==> src/z80Pkg.sv <==
`default_nettype none

package z80Pkg;

    typedef logic [7:0] byte_t;
    // little-endian, first byte in [7:0]
    typedef logic [31:0] instrWord_t;
    typedef logic [2:0] instrLen_t;
    typedef logic [1:0] opLen_t;
    typedef logic [7:0] insnGroup_t;

    localparam insnGroup_t GROUP_NEED_MORE_BYTES = 8'd0;
    localparam insnGroup_t GROUP_ILLEGAL_INSTR = 8'd1;

    // unprefixed
    localparam insnGroup_t GROUP_NOP = 8'd2;
    localparam insnGroup_t GROUP_LD_DD_NN = 8'd3;
    localparam insnGroup_t GROUP_LD_IND_BCDE_A = 8'd4;
    localparam insnGroup_t GROUP_INC_DEC_DD = 8'd5;
    localparam insnGroup_t GROUP_INC_DEC_REG = 8'd6;
    localparam insnGroup_t GROUP_RR_RLCA = 8'd7;
    localparam insnGroup_t GROUP_ADD_HL_DD = 8'd8;
    localparam insnGroup_t GROUP_DAA = 8'd9;
    localparam insnGroup_t GROUP_CPL = 8'd10;
    localparam insnGroup_t GROUP_INC_DEC_IND_HL = 8'd11;
    localparam insnGroup_t GROUP_LD_A_IND_BCDE = 8'd12;
    localparam insnGroup_t GROUP_LD_REG_N = 8'd13;
    localparam insnGroup_t GROUP_LD_IND_NN_HL = 8'd14;
    localparam insnGroup_t GROUP_LD_HL_IND_NN = 8'd15;
    localparam insnGroup_t GROUP_LD_IND_HL_N = 8'd16;
    localparam insnGroup_t GROUP_LD_REG_REG = 8'd17;
    localparam insnGroup_t GROUP_LD_IND_NN_A = 8'd18;
    localparam insnGroup_t GROUP_SCF = 8'd19;
    localparam insnGroup_t GROUP_LD_A_IND_NN = 8'd20;
    localparam insnGroup_t GROUP_CCF = 8'd21;
    localparam insnGroup_t GROUP_LD_IND_HL_REG = 8'd22;
    localparam insnGroup_t GROUP_HALT = 8'd23;
    localparam insnGroup_t GROUP_JP = 8'd24;
    localparam insnGroup_t GROUP_JP_COND = 8'd25;
    localparam insnGroup_t GROUP_POP_QQ = 8'd26;
    localparam insnGroup_t GROUP_PUSH_QQ = 8'd27;
    localparam insnGroup_t GROUP_EX_AF_AF2 = 8'd28;
    localparam insnGroup_t GROUP_EX_IND_SP_HL = 8'd29;
    localparam insnGroup_t GROUP_EX_DE_HL = 8'd30;
    localparam insnGroup_t GROUP_EXX = 8'd31;
    localparam insnGroup_t GROUP_LD_SP_HL = 8'd32;
    localparam insnGroup_t GROUP_ALU_A_REG = 8'd33;
    localparam insnGroup_t GROUP_ALU_A_IND_HL = 8'd34;
    localparam insnGroup_t GROUP_ALU_A_N = 8'd35;
    localparam insnGroup_t GROUP_EI_DI = 8'd36;

    // CB prefix
    localparam insnGroup_t GROUP_RR_RLC_REG = 8'd40;
    localparam insnGroup_t GROUP_RR_RLC_IND_HL = 8'd41;
    localparam insnGroup_t GROUP_SHIFT_REG = 8'd42;
    localparam insnGroup_t GROUP_SHIFT_IND_HL = 8'd43;
    localparam insnGroup_t GROUP_BIT_REG = 8'd44;
    localparam insnGroup_t GROUP_BIT_IND_HL = 8'd45;
    localparam insnGroup_t GROUP_SET_REG = 8'd46;
    localparam insnGroup_t GROUP_SET_IND_HL = 8'd47;
    localparam insnGroup_t GROUP_RES_REG = 8'd48;
    localparam insnGroup_t GROUP_RES_IND_HL = 8'd49;

    // ED prefix
    localparam insnGroup_t GROUP_ADC_SBC_HL_DD = 8'd56;
    localparam insnGroup_t GROUP_LD_DD_IND_NN = 8'd57;
    localparam insnGroup_t GROUP_NEG = 8'd58;
    localparam insnGroup_t GROUP_LD_IND_NN_DD = 8'd59;
    localparam insnGroup_t GROUP_LD_I_A = 8'd60;
    localparam insnGroup_t GROUP_LD_R_A = 8'd61;
    localparam insnGroup_t GROUP_LD_A_I = 8'd62;
    localparam insnGroup_t GROUP_LD_A_R = 8'd63;
    localparam insnGroup_t GROUP_ROT_DEC = 8'd64;
    localparam insnGroup_t GROUP_LDI = 8'd65;
    localparam insnGroup_t GROUP_CPI = 8'd66;
    localparam insnGroup_t GROUP_LDD = 8'd67;
    localparam insnGroup_t GROUP_CPD = 8'd68;
    localparam insnGroup_t GROUP_LDIR = 8'd69;
    localparam insnGroup_t GROUP_CPIR = 8'd70;
    localparam insnGroup_t GROUP_LDDR = 8'd71;
    localparam insnGroup_t GROUP_CPDR = 8'd72;

    // DD / FD prefix
    localparam insnGroup_t GROUP_ADD_IXIY_SS = 8'd80;
    localparam insnGroup_t GROUP_INC_DEC_IXIY = 8'd81;
    localparam insnGroup_t GROUP_LD_REG_IDX_IXIY = 8'd82;
    localparam insnGroup_t GROUP_LD_IDX_IXIY_REG = 8'd83;
    localparam insnGroup_t GROUP_LD_IXIY_NN = 8'd84;
    localparam insnGroup_t GROUP_LD_IXIY_IND_NN = 8'd85;
    localparam insnGroup_t GROUP_INC_DEC_IDX_IXIY = 8'd86;
    localparam insnGroup_t GROUP_LD_IDX_IXIY_N = 8'd87;
    localparam insnGroup_t GROUP_EX_IND_SP_IXIY = 8'd88;
    localparam insnGroup_t GROUP_POP_IXIY = 8'd89;
    localparam insnGroup_t GROUP_PUSH_IXIY = 8'd90;
    localparam insnGroup_t GROUP_LD_IND_NN_IXIY = 8'd91;
    localparam insnGroup_t GROUP_ALU_A_IDX_IXIY = 8'd92;
    localparam insnGroup_t GROUP_LD_SP_IXIY = 8'd93;
    localparam insnGroup_t GROUP_IDX_IXIY_BITS = 8'd94;

    // DD CB d op / FD CB d op, chosen by the fourth byte
    localparam insnGroup_t GROUP_RR_RLC_IDX_IXIY = 8'd100;
    localparam insnGroup_t GROUP_SHIFT_IDX_IXIY = 8'd101;
    localparam insnGroup_t GROUP_BIT_IDX_IXIY = 8'd102;
    localparam insnGroup_t GROUP_SET_IDX_IXIY = 8'd103;
    localparam insnGroup_t GROUP_RES_IDX_IXIY = 8'd104;

    typedef struct packed {
        instrWord_t bytes;
        instrLen_t len;
        insnGroup_t group;
    } decodedInstr_t;

endpackage

`default_nettype wire
==> src/instrAssembler.sv <==
`default_nettype none

module instrAssembler (
    input  logic                  clk,
    input  logic                  reset,
    input  logic                  byteValid,
    input  z80Pkg::byte_t         byteIn,
    output z80Pkg::instrWord_t    window,
    output z80Pkg::opLen_t        opLen,
    input  z80Pkg::instrLen_t     len,
    input  z80Pkg::insnGroup_t    group,
    output logic                  instrValid,
    output z80Pkg::decodedInstr_t instr
);

    // bytes held from earlier strobes of the current instruction
    z80Pkg::opLen_t count;
    z80Pkg::instrWord_t held;
    logic complete;

    // incoming byte lands just above the held ones
    always_comb begin
        window = held;
        window[8 * count +: 8] = byteIn;
    end

    assign opLen = count;

    assign complete = byteValid
                   && (group != z80Pkg::GROUP_NEED_MORE_BYTES)
                   && (len == ({1'b0, count} + 3'd1));

    always_ff @(posedge clk) begin
        if (reset) begin
            count <= '0;
            held <= '0;
            instrValid <= 1'b0;
        end else begin
            instrValid <= complete;
            if (complete) begin
                // zero the window so unused upper bytes stay clean
                count <= '0;
                held <= '0;
            end else if (byteValid) begin
                count <= count + 2'd1;
                held <= window;
            end
        end
    end

    always_ff @(posedge clk) begin
        if (complete) begin
            instr <= '{bytes: window, len: len, group: group};
        end
    end

endmodule

`default_nettype wire

==> src/instrDecoder.sv <==
`default_nettype none

module instrDecoder (
    input  z80Pkg::instrWord_t window,
    input  z80Pkg::opLen_t     opLen,
    output z80Pkg::instrLen_t  len,
    output z80Pkg::insnGroup_t group
);

    z80Pkg::byte_t op0;
    z80Pkg::byte_t op1;
    z80Pkg::byte_t op3;
    logic isPrefix;
    z80Pkg::insnGroup_t bitGroup;

    assign op0 = window[7:0];
    assign op1 = window[15:8];
    assign op3 = window[31:24];
    assign isPrefix = (op0 == 8'hCB) || (op0 == 8'hDD) || (op0 == 8'hED) || (op0 == 8'hFD);

    // fourth byte of DD CB d op, only (ix+d) operands are defined
    always_comb begin
        bitGroup = z80Pkg::GROUP_ILLEGAL_INSTR;
        if (op3[2:0] == 3'd6) begin
            case (op3[7:6])
                2'd0: begin
                    if (op3[5:3] == 3'd6)
                        bitGroup = z80Pkg::GROUP_ILLEGAL_INSTR;
                    else if (op3[5])
                        bitGroup = z80Pkg::GROUP_SHIFT_IDX_IXIY;
                    else
                        bitGroup = z80Pkg::GROUP_RR_RLC_IDX_IXIY;
                end
                2'd1: bitGroup = z80Pkg::GROUP_BIT_IDX_IXIY;
                2'd2: bitGroup = z80Pkg::GROUP_RES_IDX_IXIY;
                default: bitGroup = z80Pkg::GROUP_SET_IDX_IXIY;
            endcase
        end
    end

    always_comb begin
        group = z80Pkg::GROUP_ILLEGAL_INSTR;
        len = 3'd1;
        if (!isPrefix) begin
            // the unprefixed opcode decides the length alone, whatever the count
            casez (op0)
                8'h00: group = z80Pkg::GROUP_NOP;
                8'h08: group = z80Pkg::GROUP_EX_AF_AF2;
                8'b00??0001: begin
                    group = z80Pkg::GROUP_LD_DD_NN;
                    len = 3'd3;
                end
                8'b00??1001: group = z80Pkg::GROUP_ADD_HL_DD;
                8'b000?0010: group = z80Pkg::GROUP_LD_IND_BCDE_A;
                8'b000?1010: group = z80Pkg::GROUP_LD_A_IND_BCDE;
                8'b001??010: begin
                    len = 3'd3;
                    case (op0[4:3])
                        2'd0: group = z80Pkg::GROUP_LD_IND_NN_HL;
                        2'd1: group = z80Pkg::GROUP_LD_HL_IND_NN;
                        2'd2: group = z80Pkg::GROUP_LD_IND_NN_A;
                        default: group = z80Pkg::GROUP_LD_A_IND_NN;
                    endcase
                end
                8'b00???011: group = z80Pkg::GROUP_INC_DEC_DD;
                8'h34, 8'h35: group = z80Pkg::GROUP_INC_DEC_IND_HL;
                8'b00???10?: group = z80Pkg::GROUP_INC_DEC_REG;
                8'b00???110: begin
                    group = (op0 == 8'h36) ? z80Pkg::GROUP_LD_IND_HL_N
                                           : z80Pkg::GROUP_LD_REG_N;
                    len = 3'd2;
                end
                8'b000??111: group = z80Pkg::GROUP_RR_RLCA;
                8'h27: group = z80Pkg::GROUP_DAA;
                8'h2F: group = z80Pkg::GROUP_CPL;
                8'h37: group = z80Pkg::GROUP_SCF;
                8'h3F: group = z80Pkg::GROUP_CCF;
                8'h76: group = z80Pkg::GROUP_HALT;
                8'b01110???: group = z80Pkg::GROUP_LD_IND_HL_REG;
                // ld r,(hl) is not decoded here
                8'b01???110: group = z80Pkg::GROUP_ILLEGAL_INSTR;
                8'b01??????: group = z80Pkg::GROUP_LD_REG_REG;
                8'b10???110: group = z80Pkg::GROUP_ALU_A_IND_HL;
                8'b10??????: group = z80Pkg::GROUP_ALU_A_REG;
                8'hC3, 8'b11???010: begin
                    group = (op0 == 8'hC3) ? z80Pkg::GROUP_JP : z80Pkg::GROUP_JP_COND;
                    len = 3'd3;
                end
                8'b11??0001: group = z80Pkg::GROUP_POP_QQ;
                8'b11??0101: group = z80Pkg::GROUP_PUSH_QQ;
                8'hD9: group = z80Pkg::GROUP_EXX;
                8'hF9: group = z80Pkg::GROUP_LD_SP_HL;
                8'hE3: group = z80Pkg::GROUP_EX_IND_SP_HL;
                8'hEB: group = z80Pkg::GROUP_EX_DE_HL;
                8'hF3, 8'hFB: group = z80Pkg::GROUP_EI_DI;
                8'b11???110: begin
                    group = z80Pkg::GROUP_ALU_A_N;
                    len = 3'd2;
                end
                default: group = z80Pkg::GROUP_ILLEGAL_INSTR;
            endcase
        end else if (opLen == 2'd0) begin
            group = z80Pkg::GROUP_NEED_MORE_BYTES;
            len = 3'd2;
        end else if (op0 == 8'hCB) begin
            len = 3'd2;
            casez (op1)
                8'b00110???: group = z80Pkg::GROUP_ILLEGAL_INSTR;
                8'b000??110: group = z80Pkg::GROUP_RR_RLC_IND_HL;
                8'b000?????: group = z80Pkg::GROUP_RR_RLC_REG;
                8'b00???110: group = z80Pkg::GROUP_SHIFT_IND_HL;
                8'b00??????: group = z80Pkg::GROUP_SHIFT_REG;
                8'b01???110: group = z80Pkg::GROUP_BIT_IND_HL;
                8'b01??????: group = z80Pkg::GROUP_BIT_REG;
                8'b10???110: group = z80Pkg::GROUP_RES_IND_HL;
                8'b10??????: group = z80Pkg::GROUP_RES_REG;
                8'b11???110: group = z80Pkg::GROUP_SET_IND_HL;
                default: group = z80Pkg::GROUP_SET_REG;
            endcase
        end else if (op0 == 8'hED) begin
            len = 3'd2;
            casez (op1)
                8'b01???010: group = z80Pkg::GROUP_ADC_SBC_HL_DD;
                8'b01???011: begin
                    group = op1[3] ? z80Pkg::GROUP_LD_DD_IND_NN : z80Pkg::GROUP_LD_IND_NN_DD;
                    len = 3'd4;
                end
                8'h44: group = z80Pkg::GROUP_NEG;
                8'h47: group = z80Pkg::GROUP_LD_I_A;
                8'h4F: group = z80Pkg::GROUP_LD_R_A;
                8'h57: group = z80Pkg::GROUP_LD_A_I;
                8'h5F: group = z80Pkg::GROUP_LD_A_R;
                8'h67, 8'h6F: group = z80Pkg::GROUP_ROT_DEC;
                8'hA0: group = z80Pkg::GROUP_LDI;
                8'hA1: group = z80Pkg::GROUP_CPI;
                8'hA8: group = z80Pkg::GROUP_LDD;
                8'hA9: group = z80Pkg::GROUP_CPD;
                8'hB0: group = z80Pkg::GROUP_LDIR;
                8'hB1: group = z80Pkg::GROUP_CPIR;
                8'hB8: group = z80Pkg::GROUP_LDDR;
                8'hB9: group = z80Pkg::GROUP_CPDR;
                default: group = z80Pkg::GROUP_ILLEGAL_INSTR;
            endcase
        end else begin
            // DD and FD share one table
            len = 3'd2;
            casez (op1)
                8'b00??1001: group = z80Pkg::GROUP_ADD_IXIY_SS;
                8'h23, 8'h2B: group = z80Pkg::GROUP_INC_DEC_IXIY;
                8'h21, 8'h22, 8'h2A, 8'h36: begin
                    len = 3'd4;
                    case (op1)
                        8'h21: group = z80Pkg::GROUP_LD_IXIY_NN;
                        8'h22: group = z80Pkg::GROUP_LD_IND_NN_IXIY;
                        8'h2A: group = z80Pkg::GROUP_LD_IXIY_IND_NN;
                        default: group = z80Pkg::GROUP_LD_IDX_IXIY_N;
                    endcase
                end
                8'h76: group = z80Pkg::GROUP_ILLEGAL_INSTR;
                8'h34, 8'h35, 8'b01110???, 8'b01???110, 8'b10???110: begin
                    len = 3'd3;
                    if (op1[7:1] == 7'h1A)
                        group = z80Pkg::GROUP_INC_DEC_IDX_IXIY;
                    else if (op1[7:3] == 5'b01110)
                        group = z80Pkg::GROUP_LD_IDX_IXIY_REG;
                    else if (op1[7])
                        group = z80Pkg::GROUP_ALU_A_IDX_IXIY;
                    else
                        group = z80Pkg::GROUP_LD_REG_IDX_IXIY;
                end
                8'hE1: group = z80Pkg::GROUP_POP_IXIY;
                8'hE3: group = z80Pkg::GROUP_EX_IND_SP_IXIY;
                8'hE5: group = z80Pkg::GROUP_PUSH_IXIY;
                8'hF9: group = z80Pkg::GROUP_LD_SP_IXIY;
                8'hCB: begin
                    // offset comes third, the real opcode fourth
                    len = 3'd4;
                    group = (opLen == 2'd3) ? bitGroup : z80Pkg::GROUP_IDX_IXIY_BITS;
                end
                default: group = z80Pkg::GROUP_ILLEGAL_INSTR;
            endcase
        end
    end

endmodule

`default_nettype wire

==> src/z80Frontend.sv <==
`default_nettype none

module z80Frontend (
    input  logic                  clk,
    input  logic                  reset,
    input  logic                  byteValid,
    input  z80Pkg::byte_t         byteIn,
    output logic                  instrValid,
    output z80Pkg::decodedInstr_t instr
);

    z80Pkg::instrWord_t window;
    z80Pkg::opLen_t opLen;
    z80Pkg::instrLen_t len;
    z80Pkg::insnGroup_t group;

    instrAssembler i_assembler (
        .clk        (clk),
        .reset      (reset),
        .byteValid  (byteValid),
        .byteIn     (byteIn),
        .window     (window),
        .opLen      (opLen),
        .len        (len),
        .group      (group),
        .instrValid (instrValid),
        .instr      (instr)
    );

    instrDecoder i_decoder (
        .window (window),
        .opLen  (opLen),
        .len    (len),
        .group  (group)
    );

endmodule

`default_nettype wire

==> config.mk <==
export PLATFORM = sky130hd
export DESIGN_NAME = z80Frontend
export DESIGN_NICKNAME = d
export VERILOG_FILES = /design/src/z80Pkg.sv /design/src/instrAssembler.sv /design/src/instrDecoder.sv /design/src/z80Frontend.sv
export SDC_FILE = /design/constraint.sdc
export NUM_CORES = 1
export LEC_CHECK = 0
export ABC_AREA = 1
export BUFFER_PORTS_ARGS = -buffer_cell sky130_fd_sc_hd__clkbuf_2
export CORE_MARGIN = 2
export CORE_UTILIZATION = 54
export CTS_CLUSTER_SIZE = 8
export DETAILED_ROUTE_END_ITERATION = 12
export PLACE_DENSITY = 0.87
export SETUP_SLACK_MARGIN = 0.02
export SYNTH_ARGS = -nofsm -noshare
export SYNTH_HDL_FRONTEND = slang
export SYNTH_SLANG_ARGS = --single-unit
export TNS_END_PERCENT = 10
==> constraint.sdc <==
create_clock -name clk -period 4 [get_ports clk]
set_input_delay 0.4 -clock clk [delete_from_list [all_inputs] [get_ports clk]]
set_output_delay 0.4 -clock clk [all_outputs]
set_load 0.03 [all_outputs]
==> results.sh <==
export IMPL_status="finished, final reports clean"
export IMPL_grt_first_pass_wirelength_um=23100
export IMPL_cp_cell_sequence="inv_1 > ha_1 > nand3_2 > nor2_1 > nor2_4 > inv_1 > nand2_1 > nor2_1 > nand2_1 > nand3_2 > nor2_4 > nand2_1 > nand2_1 > nand3_1 > nand2_1 > nor2_1 > nand2_2 > clkinvlp_4 > buf_4"
export IMPL_gr_total_overflow=0
export IMPL_startpoint_type="flip-flop"
export IMPL_setup_viol=0
export IMPL_synth_cell_types=50
export IMPL_grt_pass1_vias=4626
export IMPL_cp_required_ns=4.06
export IMPL_post_cts_setup_buffers=0
export IMPL_die_area_sq_um=10800
export IMPL_finalCriticalPeriod_ns=3.55
export IMPL_path_max_fanout=15
export IMPL_r2r_start="i_assembler.opLen[1]"
export IMPL_antenna_found_initial=0
export IMPL_clockPowerShare=0.163
export IMPL_worstSetupPathType="reg -> reg"
export IMPL_grt_max_degree=50
export IMPL_area_growth_pct=11.1
export IMPL_p_comb_frac=0.501
export IMPL_synth_flop_cell="edfxtp_1"
export IMPL_stdcell_count=909
export IMPL_cp_slowest_stage_delay_ns=0.40
export IMPL_finalHoldViolCount=0
export IMPL_synth_area_sq_um=5380
export IMPL_diodes=0
export IMPL_r2r_setup_slack_ns=0.45
export IMPL_num_io_pins=55
export IMPL_max_cap_violations=0
export IMPL_rsz0062_at_grt="no"
export IMPL_initial_utilization=0.553
export IMPL_clk_path_buf_depth=2
export IMPL_drc_errors=0
export IMPL_cp_end_kind="flip-flop"
export IMPL_min_period_over_period=0.887
export IMPL_cts_tree="done"
export IMPL_min_delay_start="reset"
export IMPL_min_to="i_assembler.instrValid"
export IMPL_power_switching_mw=1.62
export IMPL_slew_headroom=0.154
export IMPL_cts_hold_fix_buffers=0
export IMPL_die_h_um=104
export IMPL_min_path_type="in -> reg"
export IMPL_nNetsFinal=797
export IMPL_cts_htree_levels=3
export IMPL_clkLatencyLatePin_ns=0.37
export IMPL_syn_instance_count=714
export IMPL_crit_arrival_ns=3.60
export IMPL_max_freq_ghz=0.282
export IMPL_p_int_mw=1.85
export IMPL_wl_per_cell_um=15.4
export IMPL_dp_cells=893
export IMPL_cts_root_buf="clkbuf_8"
export IMPL_final_cell_mix="nand2_1 (163), nor2_1 (82), inv_1 (79), clkbuf_2 (53), nand3_1 (52)"
export IMPL_drtIter0Drc=421
export IMPL_wirelength_um=14000
export IMPL_rr_endpoint="i_assembler.instr[41]"
export IMPL_async_flop_share=0
export IMPL_num_vias=5094
export IMPL_synth_seq_area_share=0.365
export IMPL_cts_buffers=9
export IMPL_post_cts_resized=0
export IMPL_drtPass1Iterations=6
export IMPL_p_leak_nw=2.65
export IMPL_clock_sinks=77
export IMPL_synth_edff_count=42
export IMPL_track_usage=0.267
export IMPL_ir_worst_vdd_mv=0.289
export IMPL_r2r_cells=19
export IMPL_ys_ff_latch=77
export IMPL_slowest_stage="dfxtp_1"
export IMPL_io_buffer_count=53
export IMPL_path_common_cell="nand2_1"
export IMPL_slew_violations=0
export IMPL_power_density_nw_per_um2=580
export IMPL_mostFrequentLayoutCell="nand2_1"
export IMPL_avgSynthCellArea_sq_um=7.53
export IMPL_final_antenna_net_count=0
export IMPL_core_area_sq_um=9730
export IMPL_yosysWarnings=0
export IMPL_die_x_um=104
export IMPL_worst_pin_slew_ns=1.27
export IMPL_swShare=0.467
export IMPL_hpwlAfterDp_um=10500
export IMPL_tns_ns=0
export IMPL_hold_depth=2
export IMPL_power_frac_seq=0.336
export IMPL_clk_pin_slew_ns=0.08
export IMPL_gp_congestion=1.04
export IMPL_via_per_inst=5.60
export IMPL_finClkSkew_ns=0.0114
export IMPL_syn_nets=740
export IMPL_row_count=36
export IMPL_drive_gt1_frac=0.222
[per-stage QoR]
stage / setup slack [ns] / util / total power [mW] / area [sq um] / hold slack, ns
floorplan: 0.304 / - / 2.48 / 5380 / 0.472
global placement: 0.560 / 0.595 / 2.88 / 5790 / 0.523
detailed placement: 0.547 / 0.595 / 2.88 / 5790 / 0.525
CTS: 0.510 / 0.614 / 3.46 / 5970 / 0.247
global route: 0.146 / 0.614 / 3.67 / 5970 / 0.266
finish: 0.454 / 0.614 / 3.46 / 5970 / 0.264
[worst max path at each step]
stage | start | to | slack, ns | cells past startpoint
global route | i_assembler.opLen[1] | i_assembler.instr[41] | 0.15 | 20
global placement | i_assembler.opLen[1] | i_assembler.instr[35] | 0.56 | 19
finish | i_assembler.opLen[1] | i_assembler.instr[41] | 0.45 | 19
CTS | i_assembler.opLen[1] | i_assembler.instr[41] | 0.51 | 20
detailed placement | i_assembler.opLen[1] | i_assembler.instr[41] | 0.55 | 20
floorplan | i_assembler.opLen[0] | i_assembler.instr[0] | 0.30 | 19
[layer usage]
| metal | share of wire | wire length (um) | global-route usage |
|---|---|---|---|
| met2 | 0.44 | 6220 | 0.412 |
| met5 | 0 | 0 | 0 |
| met4 | 0.039 | 548 | 0.129 |
| met3 | 0.085 | 1190 | 0.0503 |
| met1 | 0.43 | 6040 | 0.362 |
[worst max-delay path: cells and delay by family, from the launching register on]
kind,cells,cell delay [ns]
flip-flops,1,0.40
AND/OR/NAND/NOR,14,1.86
buffers and inverters,4,0.58
adder cells (fa/ha/maj),1,0.38
[state kept, by name, summed over array words and instances, names as in the netlist]
register and flops:
i_assembler.opLen 2, i_assembler.instr 42, i_assembler.instrValid 1, i_assembler.held 32
[synthesized netlist by cell type (2+ instances only)]
cell type | count | area share
a211oi_1 | 4 | 0.0056
a21oi_1 | 14 | 0.013
a21oi_2 | 3 | 0.0049
a31oi_1 | 4 | 0.0047
and3_1 | 2 | 0.0023
buf_12 | 2 | 0.0074
buf_2 | 2 | 0.0019
buf_4 | 4 | 0.0056
buf_6 | 3 | 0.0063
clkbuf_1 | 9 | 0.0063
dfxtp_1 | 35 | 0.13
edfxtp_1 | 42 | 0.23
ha_1 | 15 | 0.035
inv_1 | 80 | 0.056
inv_2 | 10 | 0.0070
nand2_1 | 163 | 0.11
nand2_2 | 8 | 0.0093
nand2_4 | 6 | 0.013
nand3_1 | 52 | 0.048
nand3_2 | 5 | 0.0093
nand4_1 | 8 | 0.0093
nor2_1 | 82 | 0.057
nor2_2 | 19 | 0.022
nor2_4 | 24 | 0.050
nor3_1 | 15 | 0.014
o2111a_1 | 2 | 0.0042
o211ai_1 | 2 | 0.0028
o21a_1 | 2 | 0.0028
o21ai_0 | 51 | 0.047
o21ai_2 | 3 | 0.0049
o21bai_2 | 2 | 0.0042
o21bai_4 | 2 | 0.0070
o22ai_1 | 16 | 0.019
o22ai_2 | 3 | 0.0070
o22ai_4 | 2 | 0.0074
o31ai_1 | 4 | 0.0056
[cell type report]
| cell class | count | area [sq um] |
|---|---|---|
| timing repair buffer | 66 | 388 |
| sequential | 77 | 1960 |
| fill | 842 | 3760 |
| multi-input combinational | 526 | 2920 |
| inverter | 91 | 347 |
| clock buffer | 12 | 156 |
| clock inverter | 4 | 30.0 |
| tap | 133 | 166 |
[kinds of logic (layout without fill, tap and decap cells)]
| family | after synthesis | count (layout) | share of synthesized area |
|---|---|---|---|
| AO/OA/AOI/OAI | 118 | 118 | 0.148 |
| multiplexers | 1 | 1 | 0.00186 |
| XOR/XNOR | 1 | 1 | 0.00163 |
| buffers and inverters | 111 | 173 | 0.0912 |
| AND/OR/NAND/NOR | 390 | 390 | 0.357 |
| flip-flops | 77 | 77 | 0.365 |
| other | 1 | 1 | 0.000697 |
| adder cells (fa/ha/maj) | 15 | 15 | 0.0349 |
[power groups by stage]
| stage | Clock, mW | Combinational (mW) | Sequential [mW] |
|---|---|---|---|
| 4_1_cts | 0.579 | 1.71 | 1.16 |
| 3_3_place_gp | 0 | 1.70 | 1.18 |
| 2_1_floorplan | 0 | 0.987 | 1.49 |
| 6_report | 0.566 | 1.73 | 1.16 |
| 5_1_grt | 0.613 | 1.87 | 1.18 |
| 3_5_place_dp | 0 | 1.70 | 1.18 |
(Power assumes the default switching activity.)
